===== src/verilog/opm_pkg.sv =====
package opm_pkg;

    //////////////////////////////
    // widths

    typedef logic [7:0] bus_data_t;     // one byte on the cpu bus
    typedef logic [7:0] reg_addr_t;
    typedef logic [4:0] slot_t;         // slot index in a frame
    typedef logic [9:0] timer_a_t;
    typedef logic [7:0] timer_b_t;
    typedef logic [5:0] busy_cnt_t;

    //////////////////////////////
    // timing

    localparam int SLOTS_PER_FRAME  = 32;
    localparam int TIMER_B_PRESCALE = 16;   // frames per timer b step
    localparam int BUSY_CYCLES      = 32;   // clocks of busy after a data write

    //////////////////////////////
    // register map

    localparam reg_addr_t ADDR_CLKA1      = 8'h10;  // timer a bits 9:2
    localparam reg_addr_t ADDR_CLKA2      = 8'h11;  // timer a bits 1:0
    localparam reg_addr_t ADDR_CLKB       = 8'h12;
    localparam reg_addr_t ADDR_TIMER_CTRL = 8'h14;
    localparam reg_addr_t ADDR_CT         = 8'h1B;  // bit 7 ct2, bit 6 ct1

    // control register bits
    localparam int CTRL_LOAD_A  = 0;
    localparam int CTRL_LOAD_B  = 1;
    localparam int CTRL_IRQEN_A = 2;
    localparam int CTRL_IRQEN_B = 3;
    localparam int CTRL_FRST_A  = 4;
    localparam int CTRL_FRST_B  = 5;

    // status byte bits
    localparam int STAT_FLAG_A = 0;
    localparam int STAT_FLAG_B = 1;
    localparam int STAT_BUSY   = 7;

endpackage


===== src/verilog/opm_timing.sv =====
module opm_timing
    import opm_pkg::*;
(
    input  logic i_emuclk,
    input  logic i_rst_n,

    output logic o_frame_end
);

    slot_t slot_cnt;    // current slot, 0..31
    logic  last_slot;

    assign last_slot = (slot_cnt == slot_t'(SLOTS_PER_FRAME - 1));

    always_ff @(posedge i_emuclk) begin
        if (!i_rst_n) begin
            slot_cnt <= '0;
        end else if (last_slot) begin
            slot_cnt <= '0;                 // next frame
        end else begin
            slot_cnt <= slot_cnt + 1'b1;
        end
    end

    // one clock per frame, timers step here
    assign o_frame_end = last_slot;

endmodule


===== src/verilog/opm_bus.sv =====
module opm_bus
    import opm_pkg::*;
(
    input  logic      i_emuclk,
    input  logic      i_rst_n,

    // cpu bus
    input  logic      i_cs_n,
    input  logic      i_rd_n,
    input  logic      i_wr_n,
    input  logic      i_a0,
    input  bus_data_t i_d,
    output bus_data_t o_d,
    output logic      o_d_oe,

    // timer flags for status
    input  logic      i_flag_a,
    input  logic      i_flag_b,

    // write port to register block
    output logic      o_wr_strobe,
    output reg_addr_t o_wr_addr,
    output bus_data_t o_wr_data
);

    logic      bus_wr;
    logic      bus_rd;
    logic      data_wr;
    reg_addr_t addr_lat;    // address from the last a0=0 write
    busy_cnt_t busy_cnt;
    logic      busy;
    bus_data_t status;

    //////////////////////////////
    // decode

    assign bus_wr  = ~i_cs_n & ~i_wr_n;
    assign bus_rd  = ~i_cs_n & ~i_rd_n;
    assign data_wr = bus_wr & i_a0;

    always_ff @(posedge i_emuclk) begin
        if (!i_rst_n) begin
            addr_lat    <= '0;
            o_wr_strobe <= 1'b0;
        end else begin
            if (bus_wr && !i_a0) begin
                addr_lat <= i_d;
            end
            o_wr_strobe <= data_wr;         // one clock per data write
        end
    end

    // payload follows the strobe
    always_ff @(posedge i_emuclk) begin
        o_wr_addr <= addr_lat;
        o_wr_data <= i_d;
    end

    //////////////////////////////
    // busy

    always_ff @(posedge i_emuclk) begin
        if (!i_rst_n) begin
            busy_cnt <= '0;
        end else if (data_wr) begin
            busy_cnt <= busy_cnt_t'(BUSY_CYCLES);   // a new write restarts it
        end else if (busy) begin
            busy_cnt <= busy_cnt - 1'b1;
        end
    end

    assign busy = (busy_cnt != '0);

    //////////////////////////////
    // status read

    always_comb begin
        status              = '0;
        status[STAT_BUSY]   = busy;
        status[STAT_FLAG_A] = i_flag_a;
        status[STAT_FLAG_B] = i_flag_b;
    end

    // a0 is ignored, every read returns status
    always_ff @(posedge i_emuclk) begin
        if (!i_rst_n) begin
            o_d_oe <= 1'b0;
        end else begin
            o_d_oe <= bus_rd;
        end
    end

    always_ff @(posedge i_emuclk) begin
        if (bus_rd) begin
            o_d <= status;
        end
    end

endmodule


===== src/verilog/opm_reg.sv =====
module opm_reg
    import opm_pkg::*;
(
    input  logic      i_emuclk,
    input  logic      i_rst_n,

    // from bus decode
    input  logic      i_wr_strobe,
    input  reg_addr_t i_wr_addr,
    input  bus_data_t i_wr_data,

    // timer setup
    output timer_a_t  o_clka,
    output timer_b_t  o_clkb,
    output logic      o_load_a,
    output logic      o_load_b,
    output logic      o_irqen_a,
    output logic      o_irqen_b,
    output logic      o_flag_rst_a,
    output logic      o_flag_rst_b,

    // ct pins
    output logic      o_ct1,
    output logic      o_ct2
);

    bus_data_t  clka1;      // upper 8 bits of timer a
    logic [1:0] clka2;      // lower 2 bits

    assign o_clka = {clka1, clka2};

    always_ff @(posedge i_emuclk) begin
        if (!i_rst_n) begin
            clka1        <= '0;
            clka2        <= '0;
            o_clkb       <= '0;
            o_load_a     <= 1'b0;
            o_load_b     <= 1'b0;
            o_irqen_a    <= 1'b0;
            o_irqen_b    <= 1'b0;
            o_flag_rst_a <= 1'b0;
            o_flag_rst_b <= 1'b0;
            o_ct1        <= 1'b0;
            o_ct2        <= 1'b0;
        end else begin
            // flag resets are strobes, never held
            o_flag_rst_a <= 1'b0;
            o_flag_rst_b <= 1'b0;

            if (i_wr_strobe) begin
                case (i_wr_addr)
                    ADDR_CLKA1: clka1 <= i_wr_data;
                    ADDR_CLKA2: clka2 <= i_wr_data[1:0];
                    ADDR_CLKB:  o_clkb <= i_wr_data;
                    ADDR_TIMER_CTRL: begin
                        o_load_a     <= i_wr_data[CTRL_LOAD_A];
                        o_load_b     <= i_wr_data[CTRL_LOAD_B];
                        o_irqen_a    <= i_wr_data[CTRL_IRQEN_A];
                        o_irqen_b    <= i_wr_data[CTRL_IRQEN_B];
                        o_flag_rst_a <= i_wr_data[CTRL_FRST_A];
                        o_flag_rst_b <= i_wr_data[CTRL_FRST_B];
                    end
                    ADDR_CT: begin
                        o_ct2 <= i_wr_data[7];
                        o_ct1 <= i_wr_data[6];
                    end
                    default: ;  // unmapped, dropped
                endcase
            end
        end
    end

endmodule


===== src/verilog/opm_timer.sv =====
module opm_timer
    import opm_pkg::*;
(
    input  logic     i_emuclk,
    input  logic     i_rst_n,
    input  logic     i_frame_end,

    // setup from register block
    input  timer_a_t i_clka,
    input  timer_b_t i_clkb,
    input  logic     i_load_a,
    input  logic     i_load_b,
    input  logic     i_irqen_a,
    input  logic     i_irqen_b,
    input  logic     i_flag_rst_a,
    input  logic     i_flag_rst_b,

    output logic     o_flag_a,
    output logic     o_flag_b,
    output logic     o_irq_n
);

    logic     load_a_q, load_b_q;   // load bits one clock ago
    logic     pend_a, pend_b;       // load edge seen, waiting for frame end
    logic     rise_a, rise_b;
    logic     start_a, start_b;
    logic     ovfl_a, ovfl_b;
    logic     step_b;
    timer_a_t cnt_a;
    timer_b_t cnt_b;
    logic [$clog2(TIMER_B_PRESCALE)-1:0] pre_b;

    always_comb begin
        rise_a  = i_load_a & ~load_a_q;
        rise_b  = i_load_b & ~load_b_q;
        start_a = i_frame_end & (pend_a | rise_a);
        start_b = i_frame_end & (pend_b | rise_b);
        ovfl_a  = i_frame_end & ~start_a & i_load_a & (cnt_a == '1);
        step_b  = i_frame_end & ~start_b & i_load_b & (&pre_b);    // prescaler wraps
        ovfl_b  = step_b & (cnt_b == '1);
    end

    //////////////////////////////
    // load edge detect

    always_ff @(posedge i_emuclk) begin
        if (!i_rst_n) begin
            load_a_q <= 1'b0;
            load_b_q <= 1'b0;
            pend_a   <= 1'b0;
            pend_b   <= 1'b0;
        end else begin
            load_a_q <= i_load_a;
            load_b_q <= i_load_b;
            if (start_a)     pend_a <= 1'b0;
            else if (rise_a) pend_a <= 1'b1;
            if (start_b)     pend_b <= 1'b0;
            else if (rise_b) pend_b <= 1'b1;
        end
    end

    //////////////////////////////
    // counters

    always_ff @(posedge i_emuclk) begin
        if (!i_rst_n) begin
            cnt_a <= '0;
            cnt_b <= '0;
            pre_b <= '0;
        end else begin
            if (start_a) begin
                cnt_a <= i_clka;
            end else if (i_frame_end && i_load_a) begin
                cnt_a <= ovfl_a ? i_clka : cnt_a + 1'b1;   // reload at 1023
            end

            if (start_b) begin
                cnt_b <= i_clkb;
                pre_b <= '0;
            end else if (i_frame_end && i_load_b) begin
                pre_b <= pre_b + 1'b1;
                if (step_b) begin
                    cnt_b <= ovfl_b ? i_clkb : cnt_b + 1'b1;
                end
            end
        end
    end

    //////////////////////////////
    // flags and irq

    always_ff @(posedge i_emuclk) begin
        if (!i_rst_n) begin
            o_flag_a <= 1'b0;
            o_flag_b <= 1'b0;
            o_irq_n  <= 1'b1;
        end else begin
            if (i_flag_rst_a)              o_flag_a <= 1'b0;
            else if (ovfl_a && i_irqen_a)  o_flag_a <= 1'b1;
            if (i_flag_rst_b)              o_flag_b <= 1'b0;
            else if (ovfl_b && i_irqen_b)  o_flag_b <= 1'b1;
            o_irq_n <= ~(o_flag_a | o_flag_b);     // one clock behind the flags
        end
    end

endmodule


===== src/verilog/opm_top.sv =====
module opm_top
    import opm_pkg::*;
(
    input  logic      i_emuclk,
    input  logic      i_rst_n,

    // cpu bus
    input  logic      i_cs_n,
    input  logic      i_rd_n,
    input  logic      i_wr_n,
    input  logic      i_a0,
    input  bus_data_t i_d,
    output bus_data_t o_d,
    output logic      o_d_oe,

    output logic      o_irq_n,
    output logic      o_ct1,
    output logic      o_ct2
);

    logic      frame_end;

    // bus to registers
    logic      wr_strobe;
    reg_addr_t wr_addr;
    bus_data_t wr_data;

    // registers to timers
    timer_a_t  clka;
    timer_b_t  clkb;
    logic      load_a, load_b;
    logic      irqen_a, irqen_b;
    logic      flag_rst_a, flag_rst_b;

    // timers back to status
    logic      flag_a, flag_b;

    //////////////////////////////
    // blocks

    opm_timing u_timing (
        .i_emuclk     (i_emuclk),
        .i_rst_n      (i_rst_n),
        .o_frame_end  (frame_end)
    );

    opm_bus u_bus (
        .i_emuclk     (i_emuclk),
        .i_rst_n      (i_rst_n),
        .i_cs_n       (i_cs_n),
        .i_rd_n       (i_rd_n),
        .i_wr_n       (i_wr_n),
        .i_a0         (i_a0),
        .i_d          (i_d),
        .o_d          (o_d),
        .o_d_oe       (o_d_oe),
        .i_flag_a     (flag_a),
        .i_flag_b     (flag_b),
        .o_wr_strobe  (wr_strobe),
        .o_wr_addr    (wr_addr),
        .o_wr_data    (wr_data)
    );

    opm_reg u_reg (
        .i_emuclk     (i_emuclk),
        .i_rst_n      (i_rst_n),
        .i_wr_strobe  (wr_strobe),
        .i_wr_addr    (wr_addr),
        .i_wr_data    (wr_data),
        .o_clka       (clka),
        .o_clkb       (clkb),
        .o_load_a     (load_a),
        .o_load_b     (load_b),
        .o_irqen_a    (irqen_a),
        .o_irqen_b    (irqen_b),
        .o_flag_rst_a (flag_rst_a),
        .o_flag_rst_b (flag_rst_b),
        .o_ct1        (o_ct1),
        .o_ct2        (o_ct2)
    );

    opm_timer u_timer (
        .i_emuclk     (i_emuclk),
        .i_rst_n      (i_rst_n),
        .i_frame_end  (frame_end),
        .i_clka       (clka),
        .i_clkb       (clkb),
        .i_load_a     (load_a),
        .i_load_b     (load_b),
        .i_irqen_a    (irqen_a),
        .i_irqen_b    (irqen_b),
        .i_flag_rst_a (flag_rst_a),
        .i_flag_rst_b (flag_rst_b),
        .o_flag_a     (flag_a),
        .o_flag_b     (flag_b),
        .o_irq_n      (o_irq_n)
    );

endmodule


===== config.mk =====
export PLATFORM = sky130hd
export DESIGN_NAME = opm_top
export DESIGN_NICKNAME = d
export VERILOG_FILES = /design/src/verilog/opm_pkg.sv /design/src/verilog/opm_timing.sv /design/src/verilog/opm_bus.sv /design/src/verilog/opm_reg.sv /design/src/verilog/opm_timer.sv /design/src/verilog/opm_top.sv
export SDC_FILE = /design/constraint.sdc
export NUM_CORES = 1
export LEC_CHECK = 0
export BUFFER_PORTS_ARGS = -buffer_cell sky130_fd_sc_hd__buf_4
export CORE_ASPECT_RATIO = 0.5
export CORE_MARGIN = 3
export CORE_UTILIZATION = 38
export CTS_BUF_LIST = sky130_fd_sc_hd__clkbuf_16
export DETAILED_ROUTE_END_ITERATION = 12
export PLACE_DENSITY = 0.61
export SYNTH_ARGS = -nofsm -noshare
export SYNTH_HDL_FRONTEND = slang
export SYNTH_SLANG_ARGS = --single-unit

===== constraint.sdc =====
create_clock -name i_emuclk -period 2.2 [get_ports i_emuclk]
set_clock_uncertainty 0.1 [all_clocks]
set_input_delay 0.33 -clock i_emuclk [delete_from_list [all_inputs] [get_ports i_emuclk]]
set_output_delay 0.33 -clock i_emuclk [all_outputs]
set_load 0.02 [all_outputs]

[Word-level counts from Yosys, hierarchy flattened]
Index checks and enable logic that the tools add are counted.
Cells by class
  $add $sub $neg: 5
  equality and inequality tests: 8
  muxes and demuxes: 9
  bitwise logic cells: 26
  reduce and logical (&&, ||, !) cells: 25
Operators by type and width (count)
  $eq A8 B5 Y1 const B: 5
  $mux W8: 4
  $mux W10: 3
  $and A1 B1 Y1: 14
  $mux W6: 2
  $reduce_and A2 Y1: 6
  $reduce_or A2 Y1: 6
  $add A10 B1 Y10 const B: 1
  $eq A10 B10 Y1 const B: 1
  $not A1 Y1: 9
  $add A8 B1 Y8 const B: 1
  $eq A8 B8 Y1 const B: 1
  $reduce_bool A2 Y1: 4
  $reduce_bool A6 Y1: 1
  $sub A6 B1 Y6 const B: 1
  $add A5 B1 Y5 const B: 1
  $eq A5 B5 Y1 const B: 1
  $logic_and A1 B1 Y1: 5
  $add A4 B1 Y4 const B: 1
  $reduce_and A4 Y1: 1
  $or A1 B1 Y1: 3
  $reduce_and A3 Y1: 1
  $logic_not A1 Y1: 1
Word-level totals
  register bits after elaboration: 95
  input port bits: 14
  logic and storage cells: 103

[Logic depth before layout (Yosys ltp)]
Gate-level depths: netlist of run 1.
  depth in word-level cells: 13
  mapped depth: 10

[Hierarchy]
A second synthesis of run 1 with hierarchy kept.
Second synthesis, totals
  cell total of the unflattened synthesis: 408
  area, all modules: 3961.3 µm²
By module, submodules not included
  opm_timer: instances 1, cells each 197, area each 1562.7 µm²
  opm_bus: instances 1, cells each 91, area each 1152.4 µm²
  opm_reg: instances 1, cells each 100, area each 1043.5 µm²
  opm_timing: instances 1, cells each 20, area each 202.7 µm²

[Least setup slack after synthesis of run 1]
No wires, ideal clock.
  kind: flip-flop to flip-flop
  from: register u_timing.slot_cnt[0]
  to: register u_timer.cnt_a[9]
  library setup time: 0.074 ns
  arrival time: 2.232 ns
  data required time: 2.026 ns
  slack: -0.207 ns
  cell stages (with the launch flop): 11
  path buffers: 2
  clock period less this slack: 2.407 ns
  path through: dfxtp_1 ha_1 and3_1 ha_1 clkbuf_1 nand2_1 nor4_1 nand2b_1 buf_2 a22oi_1 a31oi_1
On the way
  cells in the longest elaborated chain, start to end: 9
RTL lines
  from (decl): RTL line opm_timing.sv:10  | slot_t slot_cnt;
  from (signal assigned): RTL line opm_timing.sv:21  | slot_cnt <= slot_cnt + 1'b1;
  $eq A5 B5 Y1 (*): RTL line opm_timing.sv:13  | assign last_slot = (slot_cnt == slot_t'(SLOTS_PER_FRAME - 1));
  $and A1 B1 Y1: RTL line opm_timer.sv:36  | start_a = i_frame_end & (pend_a | rise_a);
  $not A1 Y1: RTL line opm_timer.sv:38  | ovfl_a = i_frame_end & ~start_a & i_load_a & (cnt_a == '1);
  $and A1 B1 Y1 (3 in a row): RTL line opm_timer.sv:38
  $mux W10: RTL line opm_timer.sv:74  | cnt_a <= ovfl_a ? i_clka : cnt_a + 1'b1;
  $mux W10: RTL line opm_timer.sv:73  | end else if (i_frame_end && i_load_a) begin
  $mux W10: RTL line opm_timer.sv:71  | if (start_a) begin
  to (signal assigned): RTL line opm_timer.sv:72  | cnt_a <= i_clka;
  to (signal assigned): RTL line opm_timer.sv:74
  to (decl): RTL line opm_timer.sv:29  | timer_a_t cnt_a;
Mark *: on every way between the ends. The rest lies on a longest branch, timed or not. The select of a mux whose other input is x is not followed.
A chain may end at the register's enable or synchronous reset.

[Worst setup path in the final report of run 1]
  from: register u_bus.o_wr_addr[5]
  to: register u_reg.clka2[1]
On the way
  cells in the longest elaborated chain, start to end: 2
RTL lines
  from (decl): RTL line opm_bus.sv:22  | output reg_addr_t o_wr_addr,
  from (signal assigned): RTL line opm_bus.sv:55  | o_wr_addr <= addr_lat;
  $eq A8 B5 Y1: RTL line opm_reg.sv:51  | case (i_wr_addr)
  $reduce_and A2 Y1 (no source line)
  to (signal assigned): RTL line opm_reg.sv:53  | ADDR_CLKA2: clka2 <= i_wr_data[1:0];
  to (decl): RTL line opm_reg.sv:28  | logic [1:0] clka2;
Every way passes these cells.

==> impl_metrics.env, run 1 <==
export IMPL_status="complete, but fails checks"
export IMPL_violations="setup timing"
export IMPL_setup_viol=11
export IMPL_grt_max_degree=26
export IMPL_grt_overflow_total=0
export IMPL_start_kind="register"
export IMPL_synth_seq_cells=95
export IMPL_clk_latency_ns=0.34
export IMPL_synth_edff_count=3
export IMPL_die_w_um=147
export IMPL_synth_warnings=0
export IMPL_antenna_found_initial=0
export IMPL_io_pins=26
export IMPL_grt_pass1_wl_um=13900
export IMPL_h_tree_depth=3
export IMPL_ys_types=53
export IMPL_core_sq_mm=0.00916
export IMPL_port_buffers=20
export IMPL_holdWs_ns=0.0565
export IMPL_muxShareOfSynthArea_pct=7.19
export IMPL_synthArstFlopShare_pct=0
export IMPL_die_area_sq_mm=0.0112
export IMPL_dr_first_iter_drc_count=227
export IMPL_p_leak_nw=1.91
export IMPL_hold_path_class="input port to register"
export IMPL_ys_seq_area_share_pct=51.4
export IMPL_end_kind="register"
export IMPL_synthCells=404
export IMPL_fin_ws_ns=-0.0749
export IMPL_synth_ff_type="dfxtp_1"
export IMPL_drtPass1Iterations=4
export IMPL_drive_gt1_share_pct=18.8
export IMPL_synthTopCellsByArea="dfxtp_1 (49%), mux2i_1 (7.2%), nor2_1 (5.7%), nand2_1 (4.0%), a21oi_1 (2.7%)"
export IMPL_cp_arrival_ns=2.39
export IMPL_synth_xor_xnor_area_share_pct=2.33
export IMPL_fmax_mhz=440
export IMPL_post_place_ws_ns=-0.0859
export IMPL_synth_top_area_cell="dfxtp_1"
export IMPL_path_class="register to register"
export IMPL_grt_pass1_vias=2751
export IMPL_clkTransAtPathRegs_ns=0.06
export IMPL_numClockSinks=95
export IMPL_root_buffer="clkbuf_16"
export IMPL_viasPerCell=4.99
export IMPL_final_hold_viol_count=0
export IMPL_hpwl_um=5600
export IMPL_tns_ns=-0.429
export IMPL_yosysMostFrequentCell="dfxtp_1"
export IMPL_clk_path_buf_depth=2
export IMPL_timing_final_crit_share_pct=103
export IMPL_cts_tree="yes"
export IMPL_rows=24
export IMPL_synth_top_cell_area_share_pct=49.0
export IMPL_antenna_left=0
export IMPL_cts_buffers=9
export IMPL_synthTopCellsByCount="dfxtp_1 (92), nor2_1 (57), nand2_1 (40), mux2i_1 (27), a21oi_1 (20)"
export IMPL_netlist_area_sq_mm=0.00376
export IMPL_wl_per_cell_um=13.7
export IMPL_area_growth_pct=24.8
export IMPL_vias=2964
export IMPL_drv_slew=0
export IMPL_power_mw=3.77
export IMPL_cp_max_fo=4
export IMPL_diodes=0
export IMPL_gp_congestion=0.812
export IMPL_nets=480
export IMPL_fin_crit_ns=2.27
export IMPL_die_h_um=76.4
export IMPL_grt_use_total_pct=15.3
export IMPL_cp_required_ns=2.32
export IMPL_synth_compound_area_share_pct=11.5
export IMPL_routed_wl_um=8110
export IMPL_cap_violations=0
export IMPL_route_detailed_drc=0
export IMPL_start_util_pct=41.1
export IMPL_yosys_area_share_simple_pct=21.8
export IMPL_synth_top_family_by_area="simple AND/OR/NAND/NOR gates"
export IMPL_rsz0062_at_grt="yes"
export IMPL_synth_avg_cell_area_sq_um=9.31
export IMPL_power_per_cell_area_mw_per_mm2=804
export IMPL_synth_fa_ha_area_share_pct=2.33
export IMPL_ir_drop_mv=0.504
-- state kept, by name, indices dropped and copies added (netlist names), 3 cells and up --
register	count
u_bus.addr_lat	8
u_bus.busy_cnt	6
u_bus.o_d	3
u_bus.o_wr_addr	8
u_bus.o_wr_data	8
u_reg.clka1	8
u_reg.o_clkb	8
u_timer.cnt_a	10
u_timer.cnt_b	8
u_timer.pre_b	4
u_timing.slot_cnt	5
-- repair_timing --
item | CTS | global route
gates cloned | 0 | 0
pin swaps | 3 | 11
hold endpoints to repair | 8 | 0
setup endpoints to repair | 29 | 32
buffers inserted | 1 | 1
hold buffers | 8 | 0
resized for setup | 8 | 14
-- cell families (layout without fill, tap and decap cells) --
kind of cell | count (synthesis) | in the layout
simple gates | 166 | 166
flops | 95 | 95
compound gates | 71 | 71
mux | 27 | 27
buf+inv | 27 | 83
xor+xnor | 10 | 10
fa+ha+maj | 7 | 7
other cells | 1 | 5
-- metal layers --
| metal | track usage, % | up-vias | wire [um] |
|---|---|---|---|
| li1 | - | 1536 | - |
| met2 | 22.2 | 58 | 3420 |
| met4 | 3.94 | 0 | 72 |
| met5 | 0 | - | 0 |
| met3 | 4.04 | 6 | 325 |
| met1 | 22.4 | 1364 | 4300 |
-- area by class of cell --
type	count	area [sq um]
Clock inverter	7	66.3
Multi-Input combinational cell	286	1800
Clock buffer	9	225
Tap cell	130	163
Sequential cell	95	1930
Fill cell	849	4470
Inverter	9	33.8
Timing Repair Buffer	58	472
-- critical path: stages, from the launching register on --
cell and delay (ns):
dfxtp_1 0.30, or4b_4 0.53, or3_4 0.36, buf_12 0.14, or4b_4 0.50, mux2i_2 0.18, nor2_1 0.05
-- power breakdown --
group	internal [mW]	total, mW	switching [mW]
logic	0.176	0.375	0.200
clock network	0.875	1.51	0.640
registers	1.82	1.88	0.0658
-- per-stage QoR --
stage / area, sq um / instances / utilization [%]
floorplan: 3800 / 408 / -
global placement: 4240 / 569 / 46.3
detailed placement: 4240 / 569 / 46.3
CTS: 4660 / 594 / 50.8
global route: 4690 / 594 / 51.2
finish: 4690 / 594 / 51.2
-- path summary, 6_finish.rpt --
| kind | from | to | slack [ns] | cells past startpoint |
|---|---|---|---|---|
| worst max-delay path | u_bus.o_wr_addr[5] | u_reg.clka2[1] | -0.07 | 6 |
| worst min-delay path | i_rd_n | u_bus.o_d_oe | 0.06 | 2 |
| worst max register to register | u_bus.o_wr_addr[5] | u_reg.clka2[1] | -0.07 | 6 |
| worst min register to register | u_bus.addr_lat[1] | u_bus.o_wr_addr[1] | 0.25 | 0 |
-- placed cells by master (no fill, tap or decap), types with 5 or more instances in the layout --
cell type	instances
dlygate4sd3_1	8
inv_1	11
nor3_1	12
a21oi_1	20
nand2_2	6
dfxtp_1	92
nor2_1	57
clkbuf_16	9
mux2i_1	26
nand3_1	17
buf_4	48
ha_1	6
o21ai_0	17
conb_1	5
and3_1	7
nand2_1	34
a31oi_1	10
xnor2_1	6
(Power assumes the default switching activity.)
==> inputs of run 2 (changes only) <==
- SETUP_SLACK_MARGIN: unset -> 0.1
==> run 2 against run 1 <==
The flow still finishes with violations (setup timing). Via count up 1.3%. First-iteration DRC count down 18%. Final cell count up 1.0%. Clock power about the same. Flip-flop and latch count unchanged. Non-clock buffer count up 5. Sequential share of layout area down 1.0 points. Count of clock-buffer cells in the layout up 1. Routed wire length up 0.90%. Sequential power about the same. Core utilization up 1.3 points.
==> impl_metrics.env, run 2 (synthesis gave the netlist of run 1 again) <==
export IMPL_area_growth_pct=28.0
export IMPL_largest_register_ffs=10
export IMPL_clk_latency_ns=0.34
export IMPL_end_kind="register"
export IMPL_h_tree_depth=3
export IMPL_cp_required_ns=2.32
export IMPL_io_pins=26
export IMPL_core_sq_mm=0.00916
export IMPL_fin_ws_ns=-0.0625
export IMPL_rrSetupSlack_ns=-0.06
export IMPL_wl_per_cell_um=13.6
export IMPL_hold_path_class="input port to register"
export IMPL_setup_viol=10
export IMPL_p_int_mw=2.83
export IMPL_violations="setup timing"
export IMPL_grt_pass1_vias=2808
export IMPL_grt_pass1_wl_um=13700
export IMPL_viasPerCell=5.01
export IMPL_layout_commonest_cell="dfxtp_1"
export IMPL_hpwl_um=5620
export IMPL_fin_cells=600
export IMPL_drtPass1Iterations=4
export IMPL_reg2reg_depth=6
export IMPL_rows=24
export IMPL_start_kind="register"
export IMPL_cp_endpoint="u_reg.clka2[0]"
export IMPL_combPwrFrac_pct=10.0
export IMPL_rsz0062_at_grt="yes"
export IMPL_final_cell_mix="dfxtp_1 (90), nor2_1 (55), buf_4 (51)"
export IMPL_cap_violations=0
export IMPL_drv_slew=0
export IMPL_p_sw_uw=914
export IMPL_dp_cells=569
export IMPL_startpoint="u_bus.o_wr_addr[5]"
export IMPL_swShare_pct=24.4
export IMPL_antenna_found_initial=0
export IMPL_grt_overflow_total=0
export IMPL_routed_wl_um=8190
export IMPL_vias=3004
export IMPL_pwr_share_seq_pct=50.3
export IMPL_port_buffers=20
export IMPL_root_buffer="clkbuf_16"
export IMPL_cp_max_fo=4
export IMPL_grt_max_degree=36
export IMPL_rr_endpoint="u_reg.clka2[0]"
export IMPL_grt_use_total_pct=15.0
export IMPL_dr_first_iter_drc_count=187
export IMPL_diodes=0
export IMPL_largest_register="u_timer.cnt_a"
export IMPL_start_util_pct=41.1
export IMPL_die_w_um=147
export IMPL_timing_final_crit_share_pct=103
export IMPL_gp_congestion=0.827
export IMPL_nets=486
export IMPL_clock_power_share_pct=39.7
export IMPL_path_class="register to register"
export IMPL_die_h_um=76.4
export IMPL_r2r_start="u_bus.o_wr_addr[5]"
export IMPL_cp_arrival_ns=2.38
export IMPL_p_leak_nw=1.95
export IMPL_clkTransAtPathRegs_ns=0.07
export IMPL_fmax_mhz=442
export IMPL_antenna_left=0
export IMPL_die_area_sq_mm=0.0112
export IMPL_cts_buffers=9
export IMPL_status="complete, but fails checks"
export IMPL_final_hold_viol_count=0
export IMPL_drive_gt1_share_pct=22.6
export IMPL_clk_path_buf_depth=2
export IMPL_route_detailed_drc=0
export IMPL_ir_drop_mv=0.470
export IMPL_power_mw=3.75
export IMPL_cts_tree="yes"
export IMPL_fin_crit_ns=2.26
export IMPL_numClockSinks=95
export IMPL_power_per_cell_area_mw_per_mm2=778
-- run 2: power groups by stage --
stage	registers [mW]	clock network, mW	logic (mW)
floorplan	1.91	0	0.280
global placement	1.92	0	0.362
detailed placement	1.92	0	0.363
CTS	1.88	1.53	0.377
global route	1.90	1.60	0.426
finish	1.88	1.49	0.376
-- run 2: final cells by class --
class                           instances  area (sq um)
Fill cell                             824          4340
Sequential cell                        95          1930
Multi-Input combinational cell        287          1870
Timing Repair Buffer                   63           520
Clock buffer                           10           250
Tap cell                              130           163
Clock inverter                          6          42.5
Inverter                                9          33.8
-- run 2: routing by layer --
metal	up-vias	wire, um	global-route usage, %	share of wire [%]
met2	51	3550	22.5	43
met5	-	0	0	0
met3	4	357	4.22	4.4
met4	0	41	4.13	0.50
li1	1553	-	-	-
met1	1396	4230	21.1	52
-- run 2: critical path: stages, from the launching register on --
cell and delay (ns):
dfxtp_1 0.30, or4b_4 0.52, or3_4 0.36, buf_12 0.14, or4b_4 0.50, mux2i_1 0.17
nor2_1 0.06
-- run 2: through the flow --
step | setup WS (ns) | util, % | hold WS, ns | setup TNS, ns | instance area [sq um]
2_1_floorplan | -0.00859 | - | 0.230 | -0.0687 | 3820
3_3_place_gp | -0.0611 | 46.4 | 0.233 | -1.01 | 4250
3_5_place_dp | -0.118 | 46.4 | 0.237 | -1.59 | 4250
4_1_cts | -0.0743 | 51.2 | 0.0435 | -0.611 | 4690
5_1_grt | -0.156 | 52.6 | 0.0451 | -2.02 | 4810
6_report | -0.0625 | 52.6 | 0.0551 | -0.510 | 4810
-- run 2: how the worst min path moves through the flow --
stage / from / endpoint / cells after the start
CTS: i_rd_n / u_bus.o_d_oe / 2
finish: i_rd_n / u_bus.o_d_oe / 2
global route: i_rd_n / u_bus.o_d_oe / 2
detailed placement: u_bus.addr_lat[5] / u_bus.o_wr_addr[5] / 0
global placement: u_bus.addr_lat[2] / u_bus.o_wr_addr[2] / 0
floorplan: u_bus.addr_lat[0] / u_bus.o_wr_addr[0] / 0
-- run 2: what timing repair did --
item,in CTS,in global routing
endpoints found under the setup margin,38,41
endpoints found under the hold margin,8,0
hold buffers,8,0
gates cloned,0,1
pin swaps,10,8
setup buffers,2,4
gates resized for setup,10,29
